==> src/logic/cpu_pkg.sv <==
`default_nettype none

package cpu_pkg;

    // Datapath widths
    typedef logic [31:0] word_t;
    typedef logic [4:0]  reg_addr_t;

    // Word addresses into the two memories
    typedef logic [9:0]  imem_addr_t;
    typedef logic [9:0]  dmem_addr_t;

    // First instruction fetched after reset or load
    localparam word_t RESET_PC = 32'h0000_0000;

    // Only CSR the core knows about
    localparam logic [11:0] TOHOST_CSR = 12'h51E;

    // addi x0, x0, 0
    localparam word_t NOP = 32'h0000_0013;

    // Major opcodes of the supported subset
    localparam logic [6:0] OPC_OP_IMM = 7'b0010011;
    localparam logic [6:0] OPC_OP     = 7'b0110011;
    localparam logic [6:0] OPC_LUI    = 7'b0110111;
    localparam logic [6:0] OPC_LOAD   = 7'b0000011;
    localparam logic [6:0] OPC_STORE  = 7'b0100011;
    localparam logic [6:0] OPC_BRANCH = 7'b1100011;
    localparam logic [6:0] OPC_JAL    = 7'b1101111;
    localparam logic [6:0] OPC_SYSTEM = 7'b1110011;

    typedef enum logic [3:0] {
        ALU_ADD,
        ALU_SUB,
        ALU_AND,
        ALU_OR,
        ALU_XOR,
        ALU_SLT,
        ALU_SLL,
        ALU_SRL,
        // LUI passes the U immediate straight through
        ALU_PASS_B
    } alu_op_t;

    typedef enum logic [2:0] {IMM_I, IMM_S, IMM_B, IMM_U, IMM_J} imm_fmt_t;

    typedef enum logic [1:0] {BR_NONE, BR_EQ, BR_NE, BR_LT} br_kind_t;

    typedef enum logic [1:0] {WB_ALU, WB_MEM, WB_PC4} wb_src_t;

    // Controls consumed in execute
    typedef struct packed {
        alu_op_t  alu_op;
        logic     a_pc;
        logic     b_imm;
        br_kind_t br;
        logic     jump;
        logic     mem_we;
        logic     csr_we;
    } ex_ctrl_t;

    // Controls consumed in memory/writeback
    typedef struct packed {
        logic      reg_we;
        reg_addr_t rd;
        wb_src_t   src;
    } wb_ctrl_t;

endpackage

`default_nettype wire

==> src/logic/imm_gen.sv <==
`timescale 1ns/100ps
`default_nettype none

module imm_gen (
    input  cpu_pkg::word_t inst,
    output cpu_pkg::word_t imm
);
    import cpu_pkg::*;

    imm_fmt_t fmt;

    // Format follows the opcode alone
    always_comb begin
        case (inst[6:0])
            OPC_STORE:  fmt = IMM_S;
            OPC_BRANCH: fmt = IMM_B;
            OPC_LUI:    fmt = IMM_U;
            OPC_JAL:    fmt = IMM_J;
            // OP-IMM, loads, CSR address
            default:    fmt = IMM_I;
        endcase
    end

    // Bit 31 is the sign in every format
    always_comb begin
        case (fmt)
            IMM_S: imm = {{20{inst[31]}}, inst[31:25], inst[11:7]};
            // Branch offsets are in half words
            IMM_B: imm = {{19{inst[31]}}, inst[31], inst[7], inst[30:25], inst[11:8], 1'b0};
            // Upper 20 bits, low 12 cleared
            IMM_U: imm = {inst[31:12], 12'b0};
            IMM_J: imm = {{11{inst[31]}}, inst[31], inst[19:12], inst[20], inst[30:21], 1'b0};
            default: imm = {{20{inst[31]}}, inst[31:20]};
        endcase
    end

endmodule

`default_nettype wire

==> config.mk <==
export PLATFORM = sky130hd
export DESIGN_NAME = imm_gen
export DESIGN_NICKNAME = d
export VERILOG_FILES = /design/src/logic/cpu_pkg.sv /design/src/logic/imm_gen.sv
export SDC_FILE = /design/constraint.sdc
export NUM_CORES = 1
export LEC_CHECK = 0
export BUFFER_PORTS_ARGS = -buffer_cell sky130_fd_sc_hd__clkbuf_2
export CORE_MARGIN = 3
export CORE_UTILIZATION = 28
export DETAILED_ROUTE_END_ITERATION = 8
export PLACE_DENSITY = 0.84
export SYNTH_ARGS = -nofsm -noshare
export SYNTH_HDL_FRONTEND = slang
export SYNTH_SLANG_ARGS = --single-unit
export TNS_END_PERCENT = 100
==> constraint.sdc <==
create_clock -name vclk -period 1.44
set_input_delay 0.216 -clock vclk [all_inputs]
set_output_delay 0.216 -clock vclk [all_outputs]
set_load 0.01 [all_outputs]
==> flow_summary.yaml <==
status:
  status: "finished, violations left"
  failed_checks: "setup timing"
routing:
  detail_route.drc_violations: 0
  drt_pass1_iterations: 3
  routed-via-count: 703
  post_detailed_route_via_to_cell_ratio: 4.99
  drt_iter0_markers: 8
  detail-route-antenna-nets: 0
  detail_route.wl_per_cell_um: 14.4
  total_wirelength_of_the_detailed_routed_design_um: 2030
worst_setup_path:
  worst-endpoint-arrival_ns: 1.47
  timing.critical_path.slowest_stage_cell: "or3b_4"
  crit_path_frequent_cell: "buf_6"
  worstSetupEndpointType: "primary output"
  worst-setup-path-type: "input port to primary output"
  cp-startpoint: "inst[3]"
  crit_required_ns: 1.22
  worst_setup_path_endpoint: "imm[12]"
  timing.critical_path.cells: "buf_6, or3b_4, a21oi_4, buf_6, mux2_4, buf_6"
  timing.critical_path.slowest_cell_delay_ns: 0.40
  timing.critical_path.buf_inv: 3
  critPathLaunchType: "input port"
  critPathMaxFanout: 4
  crit_cells: 6
  worst_path_dominant_cell_family: "simple AND/OR/NAND/NOR gates"
yosys:
  synth_area_um2: 414
  syn-num-nets: 85
  seq_area_frac_synth_pct: 0
  syn_avg_cell_area_um2: 7.81
  synth_top_area_share_pct: 21.8
  synth_top_area_cell: "mux2_2"
  yosysWarningCount: 0
  synth.lib_cells_used.distinct: 25
  leading_cell_types_by_total_area_after_synthesis: "mux2_2 22%, a21o_1 20%, nor2b_1 9.1%"
  syn_inst_count: 53
place:
  routabilityCongestion: 0.724
  port_buffers: 64
  dpl.hpwl_um: 1570
  placed_cells: 138
power:
  share_comb_of_total_power_pct: 100.0
  peak_supply_drop_uv: 136
  switch_pwr_mw: 0.112
  power_density_nw_per_um2: 265
  cellInternalPower_mw: 0.142
  total_design_power_mw: 0.254
  switching_share_pct: 44.1
  total_leakage_power_nw: 0.576
  pwr-share-clk_pct: 0
  seq_power_share_pct: 0
sta:
  timing.final.setup_violations: 31
  final_max_slew_viol_count: 0
  timing.final.crit_share_pct: 117
  worst_slew_pin_slew_ns: 0.493
  fin_setup_tns_ns: -5.88
  setup_slack_ns: -0.248
  clock.fmax_mhz: 592
  final_period_minus_worst_setup_slack_ns: 1.69
  hold_violations: 0
  hold-worst-slack_ns: 0.729
  unrepaired_setup_endpoints_after_global_routing: "yes"
  slew_headroom_pct: 67.1
layout:
  syn2layout_area_growth_pct: 131
  finish.cell_count_without_fillers: 141
  multi_input_area_um2: 433
  layout.sequential_cells: 0
  num-nets-final: 160
  register_area_um2: 0
  layout.filler_cells: 107
  drive_gt1_share_pct: 72.2
  clkbuf_count: 0
  antenna_cells_inserted: 0
flow_run:
  drv_cap: 0
die:
  dieHeight_um: 44.5
  boundaryPins: 64
  initial_core_util_pct: 30.7
  core_area_um2: 1350
  std_cell_rows: 13
  die_w_um: 44.5
  die_area_um2: 1980
global_routing:
  antenna_found_initial: 0
  grt_overflow_total: 0
  pin_count_of_the_biggest_net_entering_global_routing: 18
  grtUsageTotal_pct: 18.5
  first_pass_grt_wire_length_um: 2920
  vias_in_the_first_global_route: 668
cts:
  hold_buffers: 0
hold_path:
  holdCritPathClass: "input port to primary output"
## placed cells by master (no fill, tap or decap), drive strengths merged
cell	netlist	final
and2	1	1
clkbuf	1	53
nand2	1	1
a21oi	3	3
and3	1	1
a31o	1	1
a22oi	1	1
a21o	11	11
nand4	1	1
o31ai	1	1
or3b	1	1
nand4b	1	1
mux2	8	8
and4	1	1
buf	2	23
o22ai	1	1
and4b	1	1
nand3b	1	1
nor2b	6	6
nor3b	1	1
inv	2	2
nor2	2	2
a22o	4	4
## worst min path at each step
stage | depth (start not counted) | slack [ns] | endpoint | start
final | 3 | 0.73 | imm[29] | inst[29]
after global routing | 3 | 0.74 | imm[29] | inst[29]
after CTS | 3 | 0.73 | imm[29] | inst[29]
after detailed placement | 3 | 0.73 | imm[29] | inst[29]
after global placement | 3 | 0.73 | imm[25] | inst[25]
after floorplan | 1 | 0.52 | imm[31] | inst[31]
## synth_stat cells (all sizes together)
master   n
a21o    11
a21oi    3
a22o     4
a22oi    1
a31o     1
and2     1
and3     1
and4     1
and4b    1
buf      2
clkbuf   1
inv      2
mux2     8
nand2    1
nand3b   1
nand4    1
nand4b   1
nor2     2
nor2b    6
nor3b    1
o22ai    1
o31ai    1
or3b     1
## layout make-up
type | instances | area share [%]
Inverter | 2 | 0.785
Multi-Input combinational cell | 48 | 45.3
Tap cell | 15 | 1.96
Timing Repair Buffer | 76 | 52.0
## power by group through the flow
stage / logic [mW] / clock network [mW] / registers, mW
6_report: 0.254 / 0 / 0
5_1_grt: 0.272 / 0 / 0
4_1_cts: 0.231 / 0 / 0
3_5_place_dp: 0.217 / 0 / 0
3_3_place_gp: 0.211 / 0 / 0
2_1_floorplan: 0.0956 / 0 / 0
## layer usage
metal,wire [um],share of wire [%],up-vias,global-route usage [%]
met5,0,0,-,0
met4,40,2.0,0,3.61
met3,112,5.5,4,2.44
met2,1080,53,23,33.8
met1,801,39,321,22.6
li1,-,-,355,-
## stage by stage
step,cell area [um2],utilization [%],setup slack (ns)
5_1_grt,956,70.8,-0.294
4_1_cts,892,66.1,-0.268
3_5_place_dp,815,60.3,-0.304
6_report,956,70.8,-0.248
3_3_place_gp,815,60.3,-0.267
2_1_floorplan,414,-,-0.0460
## kinds of logic (layout without fill, tap and decap cells)
group / Yosys count / in the layout / share of synthesized area, %
buf+inv: 5 / 78 / 6.34
mux: 8 / 8 / 21.8
simple gates: 18 / 18 / 29.9
compound gates: 22 / 22 / 42.0
## what timing repair did
action | 4_1_cts | 5_1_grt
setup buffers | 4 | 0
gates resized for setup | 16 | 21
endpoints found under the setup margin | 31 | 31
pin swaps | 2 | 1
(Power assumes the default switching activity.)
