$ cat src/logic/cpu_pkg.sv
`default_nettype none

package cpu_pkg;

    // Datapath widths
    typedef logic [31:0] word_t;
    typedef logic [4:0]  reg_addr_t;

    // Word addresses into the two memories
    typedef logic [9:0]  imem_addr_t;
    typedef logic [9:0]  dmem_addr_t;

    // First instruction fetched after reset or load
    localparam word_t RESET_PC = 32'h0000_0000;

    // Only CSR the core knows about
    localparam logic [11:0] TOHOST_CSR = 12'h51E;

    // addi x0, x0, 0
    localparam word_t NOP = 32'h0000_0013;

    // Major opcodes of the supported subset
    localparam logic [6:0] OPC_OP_IMM = 7'b0010011;
    localparam logic [6:0] OPC_OP     = 7'b0110011;
    localparam logic [6:0] OPC_LUI    = 7'b0110111;
    localparam logic [6:0] OPC_LOAD   = 7'b0000011;
    localparam logic [6:0] OPC_STORE  = 7'b0100011;
    localparam logic [6:0] OPC_BRANCH = 7'b1100011;
    localparam logic [6:0] OPC_JAL    = 7'b1101111;
    localparam logic [6:0] OPC_SYSTEM = 7'b1110011;

    typedef enum logic [3:0] {
        ALU_ADD,
        ALU_SUB,
        ALU_AND,
        ALU_OR,
        ALU_XOR,
        ALU_SLT,
        ALU_SLL,
        ALU_SRL,
        // LUI passes the U immediate straight through
        ALU_PASS_B
    } alu_op_t;

    typedef enum logic [2:0] {IMM_I, IMM_S, IMM_B, IMM_U, IMM_J} imm_fmt_t;

    typedef enum logic [1:0] {BR_NONE, BR_EQ, BR_NE, BR_LT} br_kind_t;

    typedef enum logic [1:0] {WB_ALU, WB_MEM, WB_PC4} wb_src_t;

    // Controls consumed in execute
    typedef struct packed {
        alu_op_t  alu_op;
        logic     a_pc;
        logic     b_imm;
        br_kind_t br;
        logic     jump;
        logic     mem_we;
        logic     csr_we;
    } ex_ctrl_t;

    // Controls consumed in memory/writeback
    typedef struct packed {
        logic      reg_we;
        reg_addr_t rd;
        wb_src_t   src;
    } wb_ctrl_t;

endpackage

`default_nettype wire

$ cat src/logic/control_logic.sv
`timescale 1ns/100ps
`default_nettype none

module control_logic (
    input  cpu_pkg::word_t    inst_x,
    input  cpu_pkg::word_t    inst_mw,
    input  logic              br_eq,
    input  logic              br_lt,
    output cpu_pkg::ex_ctrl_t ex_ctrl,
    output cpu_pkg::wb_ctrl_t wb_ctrl,
    output logic              fwd_a,
    output logic              fwd_b,
    output logic              redirect
);
    import cpu_pkg::*;

    logic [6:0] opc_x;
    logic [2:0] f3_x;
    logic [6:0] opc_mw;
    logic       wb_writes;
    logic       br_taken;

    // funct3 to ALU operation, shared by OP and OP-IMM
    function automatic alu_op_t arith_op(input logic [2:0] funct3, input logic sub);
        case (funct3)
            3'b000:  return sub ? ALU_SUB : ALU_ADD;
            3'b001:  return ALU_SLL;
            3'b010:  return ALU_SLT;
            3'b100:  return ALU_XOR;
            3'b101:  return ALU_SRL;
            3'b110:  return ALU_OR;
            3'b111:  return ALU_AND;
            default: return ALU_ADD;
        endcase
    endfunction

    assign opc_x  = inst_x[6:0];
    assign f3_x   = inst_x[14:12];
    assign opc_mw = inst_mw[6:0];

    // Execute stage decode
    always_comb begin
        ex_ctrl = '0;
        case (opc_x)
            OPC_OP_IMM: begin
                ex_ctrl.alu_op = arith_op(f3_x, 1'b0);
                ex_ctrl.b_imm  = 1'b1;
            end
            // Bit 30 picks SUB over ADD
            OPC_OP: ex_ctrl.alu_op = arith_op(f3_x, inst_x[30]);
            OPC_LUI: begin
                ex_ctrl.alu_op = ALU_PASS_B;
                ex_ctrl.b_imm  = 1'b1;
            end
            // Address is rs1 plus offset
            OPC_LOAD: ex_ctrl.b_imm = 1'b1;
            OPC_STORE: begin
                ex_ctrl.b_imm  = 1'b1;
                ex_ctrl.mem_we = 1'b1;
            end
            OPC_BRANCH: begin
                case (f3_x)
                    3'b000:  ex_ctrl.br = BR_EQ;
                    3'b001:  ex_ctrl.br = BR_NE;
                    3'b100:  ex_ctrl.br = BR_LT;
                    default: ex_ctrl.br = BR_NONE;
                endcase
            end
            // ALU forms the jump target from PC and offset
            OPC_JAL: begin
                ex_ctrl.a_pc  = 1'b1;
                ex_ctrl.b_imm = 1'b1;
                ex_ctrl.jump  = 1'b1;
            end
            // CSRRW to tohost only
            OPC_SYSTEM: ex_ctrl.csr_we = (f3_x == 3'b001) && (inst_x[31:20] == TOHOST_CSR);
            default: ex_ctrl = '0;
        endcase
    end

    // Writeback stage decode
    always_comb begin
        wb_writes  = 1'b0;
        wb_ctrl.src = WB_ALU;
        case (opc_mw)
            OPC_OP_IMM, OPC_OP, OPC_LUI: wb_writes = 1'b1;
            OPC_LOAD: begin
                wb_writes   = 1'b1;
                wb_ctrl.src = WB_MEM;
            end
            // Link register gets PC+4
            OPC_JAL: begin
                wb_writes   = 1'b1;
                wb_ctrl.src = WB_PC4;
            end
            default: wb_writes = 1'b0;
        endcase
        wb_ctrl.rd = inst_mw[11:7];
        // Writes to x0 never count, so nops never forward
        wb_ctrl.reg_we = wb_writes && (wb_ctrl.rd != '0);
    end

    // Writeback to execute forwarding
    assign fwd_a = wb_ctrl.reg_we && (wb_ctrl.rd == inst_x[19:15]);
    assign fwd_b = wb_ctrl.reg_we && (wb_ctrl.rd == inst_x[24:20]);

    always_comb begin
        case (ex_ctrl.br)
            BR_EQ:   br_taken = br_eq;
            BR_NE:   br_taken = !br_eq;
            BR_LT:   br_taken = br_lt;
            default: br_taken = 1'b0;
        endcase
    end

    // Picks the target and kills the two younger slots
    assign redirect = ex_ctrl.jump || br_taken;

endmodule

`default_nettype wire

$ cat config.mk
export PLATFORM = sky130hd
export DESIGN_NAME = control_logic
export DESIGN_NICKNAME = d
export VERILOG_FILES = /design/src/logic/cpu_pkg.sv /design/src/logic/control_logic.sv
export SDC_FILE = /design/constraint.sdc
export NUM_CORES = 1
export LEC_CHECK = 0
export ABC_AREA = 1
export BUFFER_PORTS_ARGS = -buffer_cell sky130_fd_sc_hd__buf_4
export CAP_MARGIN = 10
export CORE_MARGIN = 8
export CORE_UTILIZATION = 27
export DETAILED_ROUTE_END_ITERATION = 16
export GPL_TIMING_DRIVEN = 1
export PLACE_DENSITY_LB_ADDON = 0.15
export SLEW_MARGIN = 20
export SYNTH_ARGS = -nofsm -noshare
export SYNTH_HDL_FRONTEND = slang
export SYNTH_SLANG_ARGS = --single-unit
export TNS_END_PERCENT = 10
$ cat constraint.sdc
create_clock -name vclk -period 0.8
set_input_delay 0.08 -clock vclk [all_inputs]
set_output_delay 0.08 -clock vclk [all_outputs]
set_load 0.03 [all_outputs]
==> Flow_metrics.wiki <==
{| class="wikitable"
! Metric !! Value
|-
| Wire length of the first global-routing pass || 3.63 mm
|-
| Gate family responsible for the most delay along the worst path || simple AND/OR/NAND/NOR gates
|-
| Area of the die || 3780 µm²
|-
| Outcome || finished, violations left
|-
| Period utilization || 122%
|-
| Setup repair after global routing missed its margin || yes
|-
| Via count of the routed design || 899
|-
| Router iterations before antenna repair || 4
|-
| Sequential element share of the synthesized area || 0%
|-
| Flip-flop and latch area || 0 µm²
|-
| Mean routed wirelength per cell || roughly 12 µm
|-
| GRT Util Overall || 11.8%
|-
| Final worst hold slack || between 400 and 500 ps
|-
| Routed length on met3 || 187 µm
|-
| Placement row count || 16
|-
| Critical path capture point type || output port
|-
| Total count of hold-check failures in the final report || 0
|-
| Final HPWL DP || 2.02 mm
|-
| Leakage power summed over all cells || just under 0.0007 µW
|-
| Weighted congestion reported at the end of routability-driven placement || around 0.80
|-
| Library cells used by synthesis || 22
|-
| Transition time at the pin with the least slew margin || 266 ps
|-
| Leading cell type in the layout, fill and taps excluded || buf_4
|-
| Relative area change from synthesis to final layout || 130%
|-
| Peak clock frequency supported by timing || about 1000 MHz
|-
| Clock Buffer Count || 0
|-
| Number of instances in the synthesized netlist || 105
|-
| Max rail drop VDD || between 200 and 300 µV
|-
| Buffers on Ports || 63
|-
| Core Box Area || 1960 µm²
|-
| Top layer used by detailed routing || met4
|-
| Synthesized netlist net count || 171
|-
| Number of warnings reported in the yosys synthesis log || 0
|-
| Slew margin rel. || 82.1%
|-
| Cell count after placement || 201
|-
| Power density over the cells || 397 nW/µm²
|-
| Cell Chain, Critical Path || buf_8, nor2_4, nand2_4, inv_2, nand4_1, a21oi_2, buf_6
|-
| Cell area after placement || 1140 µm²
|-
| Number of max-slew violations in the final report || 0
|-
| Summed area of non-filler cells in the final layout || 1280 µm²
|-
| Setup Slack @ Placement || -227 ps
|-
| Via density || 4.45
|-
| Syn Area/Cell || 5.31 µm²
|-
| Sequential cells || 0
|-
| HP Class || input pin to output port
|-
| Amount of wire on met2 after detailed routing || approximately 1.2 mm
|-
| Initial core utilization || 28.4%
|-
| Die span in x || 61.5 µm
|-
| Shortest clock period the worst path allows after layout || around 980 ps
|-
| Via count of the first global-routing pass || between 900 and 1000
|-
| Final setup violation count || 15
|-
| Syn Std Cell Area || 558 µm²
|-
| Layout fillers || 194
|-
| Largest net degree at the start of global routing || 5
|-
| Critical path startpoint category || input pin
|-
| WL met1 || 959 µm
|-
| Total Neg Setup Slack || -1620 ps
|-
| Violated checks || setup timing
|-
| Worst path bufs/invs || 3
|-
| Final WL || 2.39 mm
|-
| Fraction of layout instances using a drive strength above 1 || 65.1%
|-
| Top-level port count || about 90
|-
| Critical Path Fanout Max || 4
|-
| Number of standard cells in the final layout excluding fillers || 202
|-
| Standard cell with the maximum stage delay on the critical path || a21oi_2
|-
| Max-cap violation count || 0
|-
| Critical Path AT || roughly 900 ps
|-
| Required time of the critical path || between 700 and 800 ps
|-
| Number of antenna diodes || 0
|-
| Overall die height || 61.5 µm
|-
| Crit path kind || input pin to output port
|-
| Number of DRC markers in iteration 0 || 9
|-
| Number of remaining DRC errors || 0
|-
| Antenna violations before repair || 0
|-
| Antenna violation net count after detailed routing || 0
|-
| Post-route worst setup slack || -179 ps
|-
| Top library cells by usage in the layout, fill and taps aside || buf_4 (58), buf_6 (17), nor2_1 (11)
|-
| Overflow left after global routing || 0
|-
| Fin nets || 243
|-
| Number of hold buffers added after CTS || 0
|-
| Worst stage delay on the critical path || 170 ps
|}
-- stage by stage --
step | power, µW | util (%)
CTS | 495 | 63.8
finish | 510 | 65.4
detailed placement | 459 | 58.3
global route | 548 | 65.4
floorplan | 191 | -
global placement | 448 | 58.3
-- where the power goes --
group | leakage, µW | internal (µW) | total (µW) | switching (µW)
logic | 0.000677 | 274 | 510 | 236
clock network | 0 | 0 | 0 | 0
registers | 0 | 0 | 0 | 0
total | 0.000677 | 274 | 510 | 236
-- worst paths after layout --
check                       from    endpoint  cells past startpoint
worst max-delay path   inst_x[2]  ex_ctrl[8]                      7
worst min-delay path  inst_mw[8]  wb_ctrl[3]                      2
-- cells by family (layout without fill, tap and decap cells) --
group                     after synthesis  count (layout)  synth area share (%)
AOI/OAI and AO/OA                       8               8                  8.07
xor gates and xnor gates               10              10                  15.7
buffers and inverters                  26              96                  21.5
and+or+nand+nor                        61              61                  54.7
-- area by class of cell --
type                            instances  area [µm²]  share of cell area (%)
Inverter                               20        77.6                    6.04
Multi-Input combinational cell         79         531                    41.3
Tap cell                               27        33.8                    2.63
Timing Repair Buffer                   76         642                    50.0
-- layer usage --
metal	vias up	track usage [%]
met3	2	2.92
met2	37	23.4
li1	470	-
met4	0	0.974
met1	390	12.4
met5	-	0
-- what timing repair did --
| item | CTS | global route |
|---|---|---|
| resized for setup | 30 | 14 |
| pin swaps | 9 | 6 |
| endpoints found under the setup margin | 17 | 17 |
| buffers inserted | 1 | 0 |
-- synthesized netlist by cell type (2+ instances only) --
library cell / instances / area (µm²)
nand3_2: 2 / 20.0
inv_2: 3 / 11.3
nand4_1: 4 / 25.0
nor2_1: 18 / 67.6
inv_1: 16 / 60.1
nand2_2: 2 / 12.5
xnor2_1: 2 / 17.5
nand2_1: 15 / 56.3
nor2_4: 2 / 22.5
buf_4: 6 / 45.0
nor3_1: 2 / 10.0
xor2_1: 8 / 70.1
o21ai_0: 2 / 10.0
nor3b_1: 3 / 22.5
a21oi_1: 4 / 20.0
nand3_1: 10 / 50.1
Power figures use the tool's default switching activity.
