==> src/logic/cpu_pkg.sv <==
`default_nettype none

package cpu_pkg;

    // Datapath widths
    typedef logic [31:0] word_t;
    typedef logic [4:0]  reg_addr_t;

    // Word addresses into the two memories
    typedef logic [9:0]  imem_addr_t;
    typedef logic [9:0]  dmem_addr_t;

    // First instruction fetched after reset or load
    localparam word_t RESET_PC = 32'h0000_0000;

    // Only CSR the core knows about
    localparam logic [11:0] TOHOST_CSR = 12'h51E;

    // addi x0, x0, 0
    localparam word_t NOP = 32'h0000_0013;

    // Major opcodes of the supported subset
    localparam logic [6:0] OPC_OP_IMM = 7'b0010011;
    localparam logic [6:0] OPC_OP     = 7'b0110011;
    localparam logic [6:0] OPC_LUI    = 7'b0110111;
    localparam logic [6:0] OPC_LOAD   = 7'b0000011;
    localparam logic [6:0] OPC_STORE  = 7'b0100011;
    localparam logic [6:0] OPC_BRANCH = 7'b1100011;
    localparam logic [6:0] OPC_JAL    = 7'b1101111;
    localparam logic [6:0] OPC_SYSTEM = 7'b1110011;

    typedef enum logic [3:0] {
        ALU_ADD,
        ALU_SUB,
        ALU_AND,
        ALU_OR,
        ALU_XOR,
        ALU_SLT,
        ALU_SLL,
        ALU_SRL,
        // LUI passes the U immediate straight through
        ALU_PASS_B
    } alu_op_t;

    typedef enum logic [2:0] {IMM_I, IMM_S, IMM_B, IMM_U, IMM_J} imm_fmt_t;

    typedef enum logic [1:0] {BR_NONE, BR_EQ, BR_NE, BR_LT} br_kind_t;

    typedef enum logic [1:0] {WB_ALU, WB_MEM, WB_PC4} wb_src_t;

    // Controls consumed in execute
    typedef struct packed {
        alu_op_t  alu_op;
        logic     a_pc;
        logic     b_imm;
        br_kind_t br;
        logic     jump;
        logic     mem_we;
        logic     csr_we;
    } ex_ctrl_t;

    // Controls consumed in memory/writeback
    typedef struct packed {
        logic      reg_we;
        reg_addr_t rd;
        wb_src_t   src;
    } wb_ctrl_t;

endpackage

`default_nettype wire

==> src/logic/alu.sv <==
`timescale 1ns/100ps
`default_nettype none

module alu (
    input  cpu_pkg::word_t  a,
    input  cpu_pkg::word_t  b,
    input  cpu_pkg::alu_op_t op,
    output cpu_pkg::word_t  result,
    output logic            br_eq,
    output logic            br_lt
);
    import cpu_pkg::*;

    logic signed_lt;

    // Shared by SLT and the branch flag
    assign signed_lt = $signed(a) < $signed(b);

    always_comb begin
        case (op)
            ALU_ADD:    result = a + b;
            ALU_SUB:    result = a - b;
            ALU_AND:    result = a & b;
            ALU_OR:     result = a | b;
            ALU_XOR:    result = a ^ b;
            // Zero-extended compare bit
            ALU_SLT:    result = {31'b0, signed_lt};
            // Shift amount is the low five bits only
            ALU_SLL:    result = a << b[4:0];
            ALU_SRL:    result = a >> b[4:0];
            ALU_PASS_B: result = b;
            default:    result = a + b;
        endcase
    end

    // Branch flags on the operands as muxed in
    assign br_eq = (a == b);
    assign br_lt = signed_lt;

endmodule

`default_nettype wire

==> config.mk <==
export PLATFORM = sky130hd
export DESIGN_NAME = alu
export DESIGN_NICKNAME = d
export VERILOG_FILES = /design/src/logic/cpu_pkg.sv /design/src/logic/alu.sv
export SDC_FILE = /design/constraint.sdc
export NUM_CORES = 1
export LEC_CHECK = 0
export BUFFER_PORTS_ARGS = -buffer_cell sky130_fd_sc_hd__clkbuf_2
export CORE_MARGIN = 2
export CORE_UTILIZATION = 60
export DETAILED_ROUTE_END_ITERATION = 16
export GPL_ROUTABILITY_DRIVEN = 1
export PLACE_DENSITY = 0.82
export SYNTH_ARGS = -nofsm -noshare
export SYNTH_HDL_FRONTEND = slang
export SYNTH_SLANG_ARGS = --single-unit
==> constraint.sdc <==
create_clock -name vclk -period 6.1
set_clock_uncertainty 0.15 [all_clocks]
set_input_delay 0.305 -clock vclk [all_inputs]
set_output_delay 0.305 -clock vclk [all_outputs]
set_load 0.005 [all_outputs]
==> impl_metrics.toml, run 1 <==
[global_routing]
grt_pass1_vias = 10100
grt_pass1_wl_mm = 59.7
antenna_found_initial = 0
grt_overflow = 0
globalRouteTotalUtil_pct = 47.2
grt_max_degree = 61

[finish]
synthToLayoutAreaGrowth_pct = 5.32
nets = 1458
fin_util_pct = 64.6
antenna_cells = 0
sequential_cell_total = 0
drive_gt1_share_pct = 15.3
clockBufferCount = 0
regArea_um2 = 0
n_fill_cell = 1398

[sta]
period_share_pct = 71.5
fin_ws_ps = 1740
min_period_ps = 4360
rsz0062_at_grt = "false"
tightest_slew_ps = 1030
setup_viol = 0
holdWs_ps = 839
hold_viol = 0
drv_slew = 0
fmax_mhz = 229
finalSetupTns_ps = 0
slew_headroom_pct = 30.9

[detailed_routing]
wl_per_cell_um = 26.9
drtAntennaViolNets = 0
drc_errors = 0
wirelength_mm = 39.6
dr.pass1.iters = 6
via_per_inst = 7.78
first_iter_violations = 1941
num_vias = 11500

[synthesis]
syn_avg_cell_area_um2 = 6.98
synth_area_um2 = 8880
yosysTopAreaCell = "ha_1"
synthTopCellsByArea = "ha_1 14%, mux4_2 9.1%, mux2i_1 6.0%"
yosys.area.top_type_share_pct = 13.7
yosys_warnings = 0
synth-seq-area-share_pct = 0
ys_types = 86
syn_nets = 1439
syn_inst = 1272

[worst_setup_path]
cp.required_ps = 5640
crit_path_max_fanout = 43
cp-start-kind = "primary input"
endpoint_kind = "primary output"
path_class = "in -> out"
critPathArrivalTime_ps = 3910

[die]
io_pins = 102
dieWidth_um = 126
core_region_area_um2 = 14500
die_y_um = 126
num_rows = 44
initial_core_util_pct = 61.4
die-area_um2 = 15800

[job]
cap_viol_max_count = 0

[pwr]
finalPower_w = 0.000960
ir_worst_vdd_uv = 73.3
p_leak_nw = 4.09
p_per_area_nw_per_um2 = 103

[run_status]
status = "complete, no violations"

[placement]
place_ws_ps = 1880
place.gp.congestion = 1.10
dp_hpwl_mm = 30.3
io_buffers = 102

[worst_hold_path]
hold_class = "in -> out"

[cts]
ctsResizeCount = 0
cts_hold_buf = 0
cts_setup_buffers = 0
[placed cells by master (no fill, tap or decap), drive strengths merged, types with 27 or more instances in the layout]
master / n
nor2: 113
ha: 97
nand2: 96
mux4: 39
o21ai: 94
o211ai: 27
nor3: 39
clkbuf: 101
inv: 103
a22oi: 28
mux2i: 53
a21oi: 94
[through the flow]
| step | cell area (µm²) | instances |
|---|---|---|
| finish | 9360 | 1473 |
| global route | 9360 | 1473 |
| CTS | 9360 | 1473 |
| detailed placement | 9360 | 1473 |
| global placement | 9360 | 1473 |
| floorplan | 8880 | 1272 |
[cells in the mapped netlist (27+ instances only)]
cell type,number
a21oi_1,94
a22oi_1,28
clkbuf_1,67
ha_1,97
inv_1,99
mux2i_1,53
mux4_2,36
nand2_1,96
nor2_1,113
nor3_1,37
o211ai_1,27
o21ai_0,82
[layout make-up]
cell class / instances / area (µm²) / area share (%)
Multi-Input combinational cell: 1068 / 8110 / 86.6
Timing Repair Buffer: 118 / 633 / 6.77
Inverter: 103 / 387 / 4.13
Tap cell: 184 / 230 / 2.46
[critical path: stages]
cell       delay, ps
buf_4            480
ha_1             330
inv_1             70
fa_1             390
nor2b_1          210
o2111ai_1        190
a31oi_1          280
o2111a_1         320
o21ai_1          170
a2111oi_0        600
nor2_1            80
o311ai_1         290
clkbuf_2         170
[worst paths after layout]
kind / start / to / slack (ps) / depth (start not counted)
max: b[0] / result[30] / 1740 / 13
min: b[7] / result[7] / 840 / 4
[metal layers]
metal	part of all wire, %	global-route usage (%)	vias up
li1	-	-	4921
met4	7.8	24.1	0
met5	0	0	-
met2	43	74.0	1113
met1	36	62.2	5189
met3	13	8.58	230
[logic make-up after synthesis]
family	share of synthesized area, %
AOI/OAI and AO/OA	36.8
xor gates and xnor gates	0.493
and+or+nand+nor	21.0
buffers and inverters	9.25
muxes	18.4
adders and majority gates	14.1
[power by group]
part	internal (W)	leakage [nW]	switching, W
combinational	0.000348	4.09	0.000612
clock	0	0	0
sequential	0	0	0
total	0.000348	4.09	0.000612
Note: power is estimated with default switching activity, not from simulation.
==> inputs of run 2 (changes only) <==
--- a/config.mk
+++ b/config.mk
@@ -7,10 +7,10 @@
 export LEC_CHECK = 0
 export BUFFER_PORTS_ARGS = -buffer_cell sky130_fd_sc_hd__clkbuf_2
 export CORE_MARGIN = 2
-export CORE_UTILIZATION = 60
+export CORE_UTILIZATION = 57
 export DETAILED_ROUTE_END_ITERATION = 16
 export GPL_ROUTABILITY_DRIVEN = 1
-export PLACE_DENSITY = 0.82
+export PLACE_DENSITY = 0.81
 export SYNTH_ARGS = -nofsm -noshare
 export SYNTH_HDL_FRONTEND = slang
 export SYNTH_SLANG_ARGS = --single-unit
==> constraint.sdc (replaced) <==
create_clock -name vclk -period 3.8
set_clock_uncertainty 0.15 [all_clocks]
set_input_delay 0.19 -clock vclk [all_inputs]
set_output_delay 0.19 -clock vclk [all_outputs]
set_load 0.005 [all_outputs]
==> run 2 against run 1 <==
Net effect:
- total power up 70%
- critical path depth unchanged
- final cell count up 4.1%
- worst hold slack worse by 210 ps
- sequential cell count unchanged
- via count up 2.9%
- count of clock-buffer cells in the layout unchanged
- global-route usage up 2.2 points
- setup slack worse by 1700 ps
- largest cell class unchanged
- non-clock buffer count up 56
==> impl_metrics.toml, run 2 (synthesized netlist as in run 1, its figures left out) <==
[run_status]
status = "complete, no violations"

[finish]
regArea_um2 = 0
final_common_cell = "nor2_1"
sequential_cell_total = 0
drive_gt1_share_pct = 19.0
nets = 1514
final_cell_mix = "113 x nor2_1, 101 x clkbuf_2, 99 x inv_1"
n_fill_cell = 1438
final_cell_area_um2 = 9810
antenna_cells = 0
synthToLayoutAreaGrowth_pct = 10.4
clockBufferCount = 0

[global_routing]
antenna_found_initial = 1
grt_pass1_wl_mm = 63.5
grt_pass1_vias = 10700
grt_overflow = 0
grt_max_degree = 74
globalRouteTotalUtil_pct = 49.4

[die]
num_rows = 45
initial_core_util_pct = 58.4
dieWidth_um = 129
die_y_um = 129
die-area_um2 = 16600
io_pins = 102
core_region_area_um2 = 15200

[cts]
ctsResizeCount = 0
cts_hold_buf = 0
cts_setup_buffers = 0

[detailed_routing]
drc_errors = 0
wl_per_cell_um = 27.7
via_per_inst = 7.68
drtAntennaViolNets = 0
dr.pass1.iters = 10
wirelength_mm = 42.4
first_iter_violations = 2031
num_vias = 11800

[sta]
fmax_mhz = 267
drv_slew = 0
setup_viol = 0
finalSetupTns_ps = 0
slew_headroom_pct = 32.9
min_period_ps = 3750
period_share_pct = 98.7
tightest_slew_ps = 1000
hold_viol = 0

[worst_setup_path]
path_class = "in -> out"
slowest_delay_ps = 580
slowest_stage = "or4_4"
path_cells = "clkbuf_2 > inv_1 > ha_1 > or4_4 > nor4_1 > o2111ai_1 > nor2b_1 > a41oi_2 > o21bai_1 > buf_4 > o21bai_1 > o211ai_1 > clkbuf_2"
cp-start-kind = "primary input"
path_buf_inv = 4
critPathCapture = "result[28]"
endpoint_kind = "primary output"
critPathArrivalTime_ps = 3410
crit_path_max_fanout = 8
cp.depth = 13
crit_family = "simple AND/OR/NAND/NOR gates"
crit_start = "a[15]"
cp.required_ps = 3460

[pwr]
ir_worst_vdd_uv = 127
p_per_area_nw_per_um2 = 167
p_leak_nw = 4.36

[job]
cap_viol_max_count = 0

[worst_hold_path]
hold_class = "in -> out"

[placement]
placed_area_um2 = 9790
place.gp.congestion = 1.11
dp_hpwl_mm = 33.0
io_buffers = 102
-- run 2: where the power goes --
group | switching, W | internal, W | leakage (nW)
Combinational | 0.00103 | 0.000606 | 4.36
Sequential | 0 | 0 | 0
Clock | 0 | 0 | 0
Total | 0.00103 | 0.000606 | 4.36
-- run 2: area by class of cell --
type	count	area (µm²)	share of cell area [%]
inverters	103	387	3.94
multi-input cells	1068	8120	82.8
repair buffers	174	1070	10.9
well taps	188	235	2.40
-- run 2: worst min-delay path by stage --
stage           from    endpoint  cells past startpoint
4_1_cts         b[5]   result[5]                      4
6_report        b[7]   result[7]                      4
5_1_grt         b[7]   result[7]                      4
3_3_place_gp    b[5]   result[5]                      4
2_1_floorplan  b[21]  result[21]                      2
3_5_place_dp    b[5]   result[5]                      4
-- run 2: per-stage QoR --
step                      cells  setup WS [ps]  power (W)  hold slack, ps  utilization, %
final                      1533           48.6    0.00163             633            64.5
after floorplan            1272           63.0   0.000979             353               -
after global placement     1533            222    0.00153             619            64.4
after detailed placement   1533            131    0.00154             628            64.4
after global routing       1533          -57.7    0.00171             654            64.5
after CTS                  1533            115    0.00155             629            64.4
-- run 2: per-layer routing --
metal	vias up	GRT usage, %	wire [µm]
met4	0	30.8	3600
li1	5014	-	-
met3	270	11.4	5820
met5	-	0	0
met1	5339	61.2	14700
met2	1158	77.7	18300
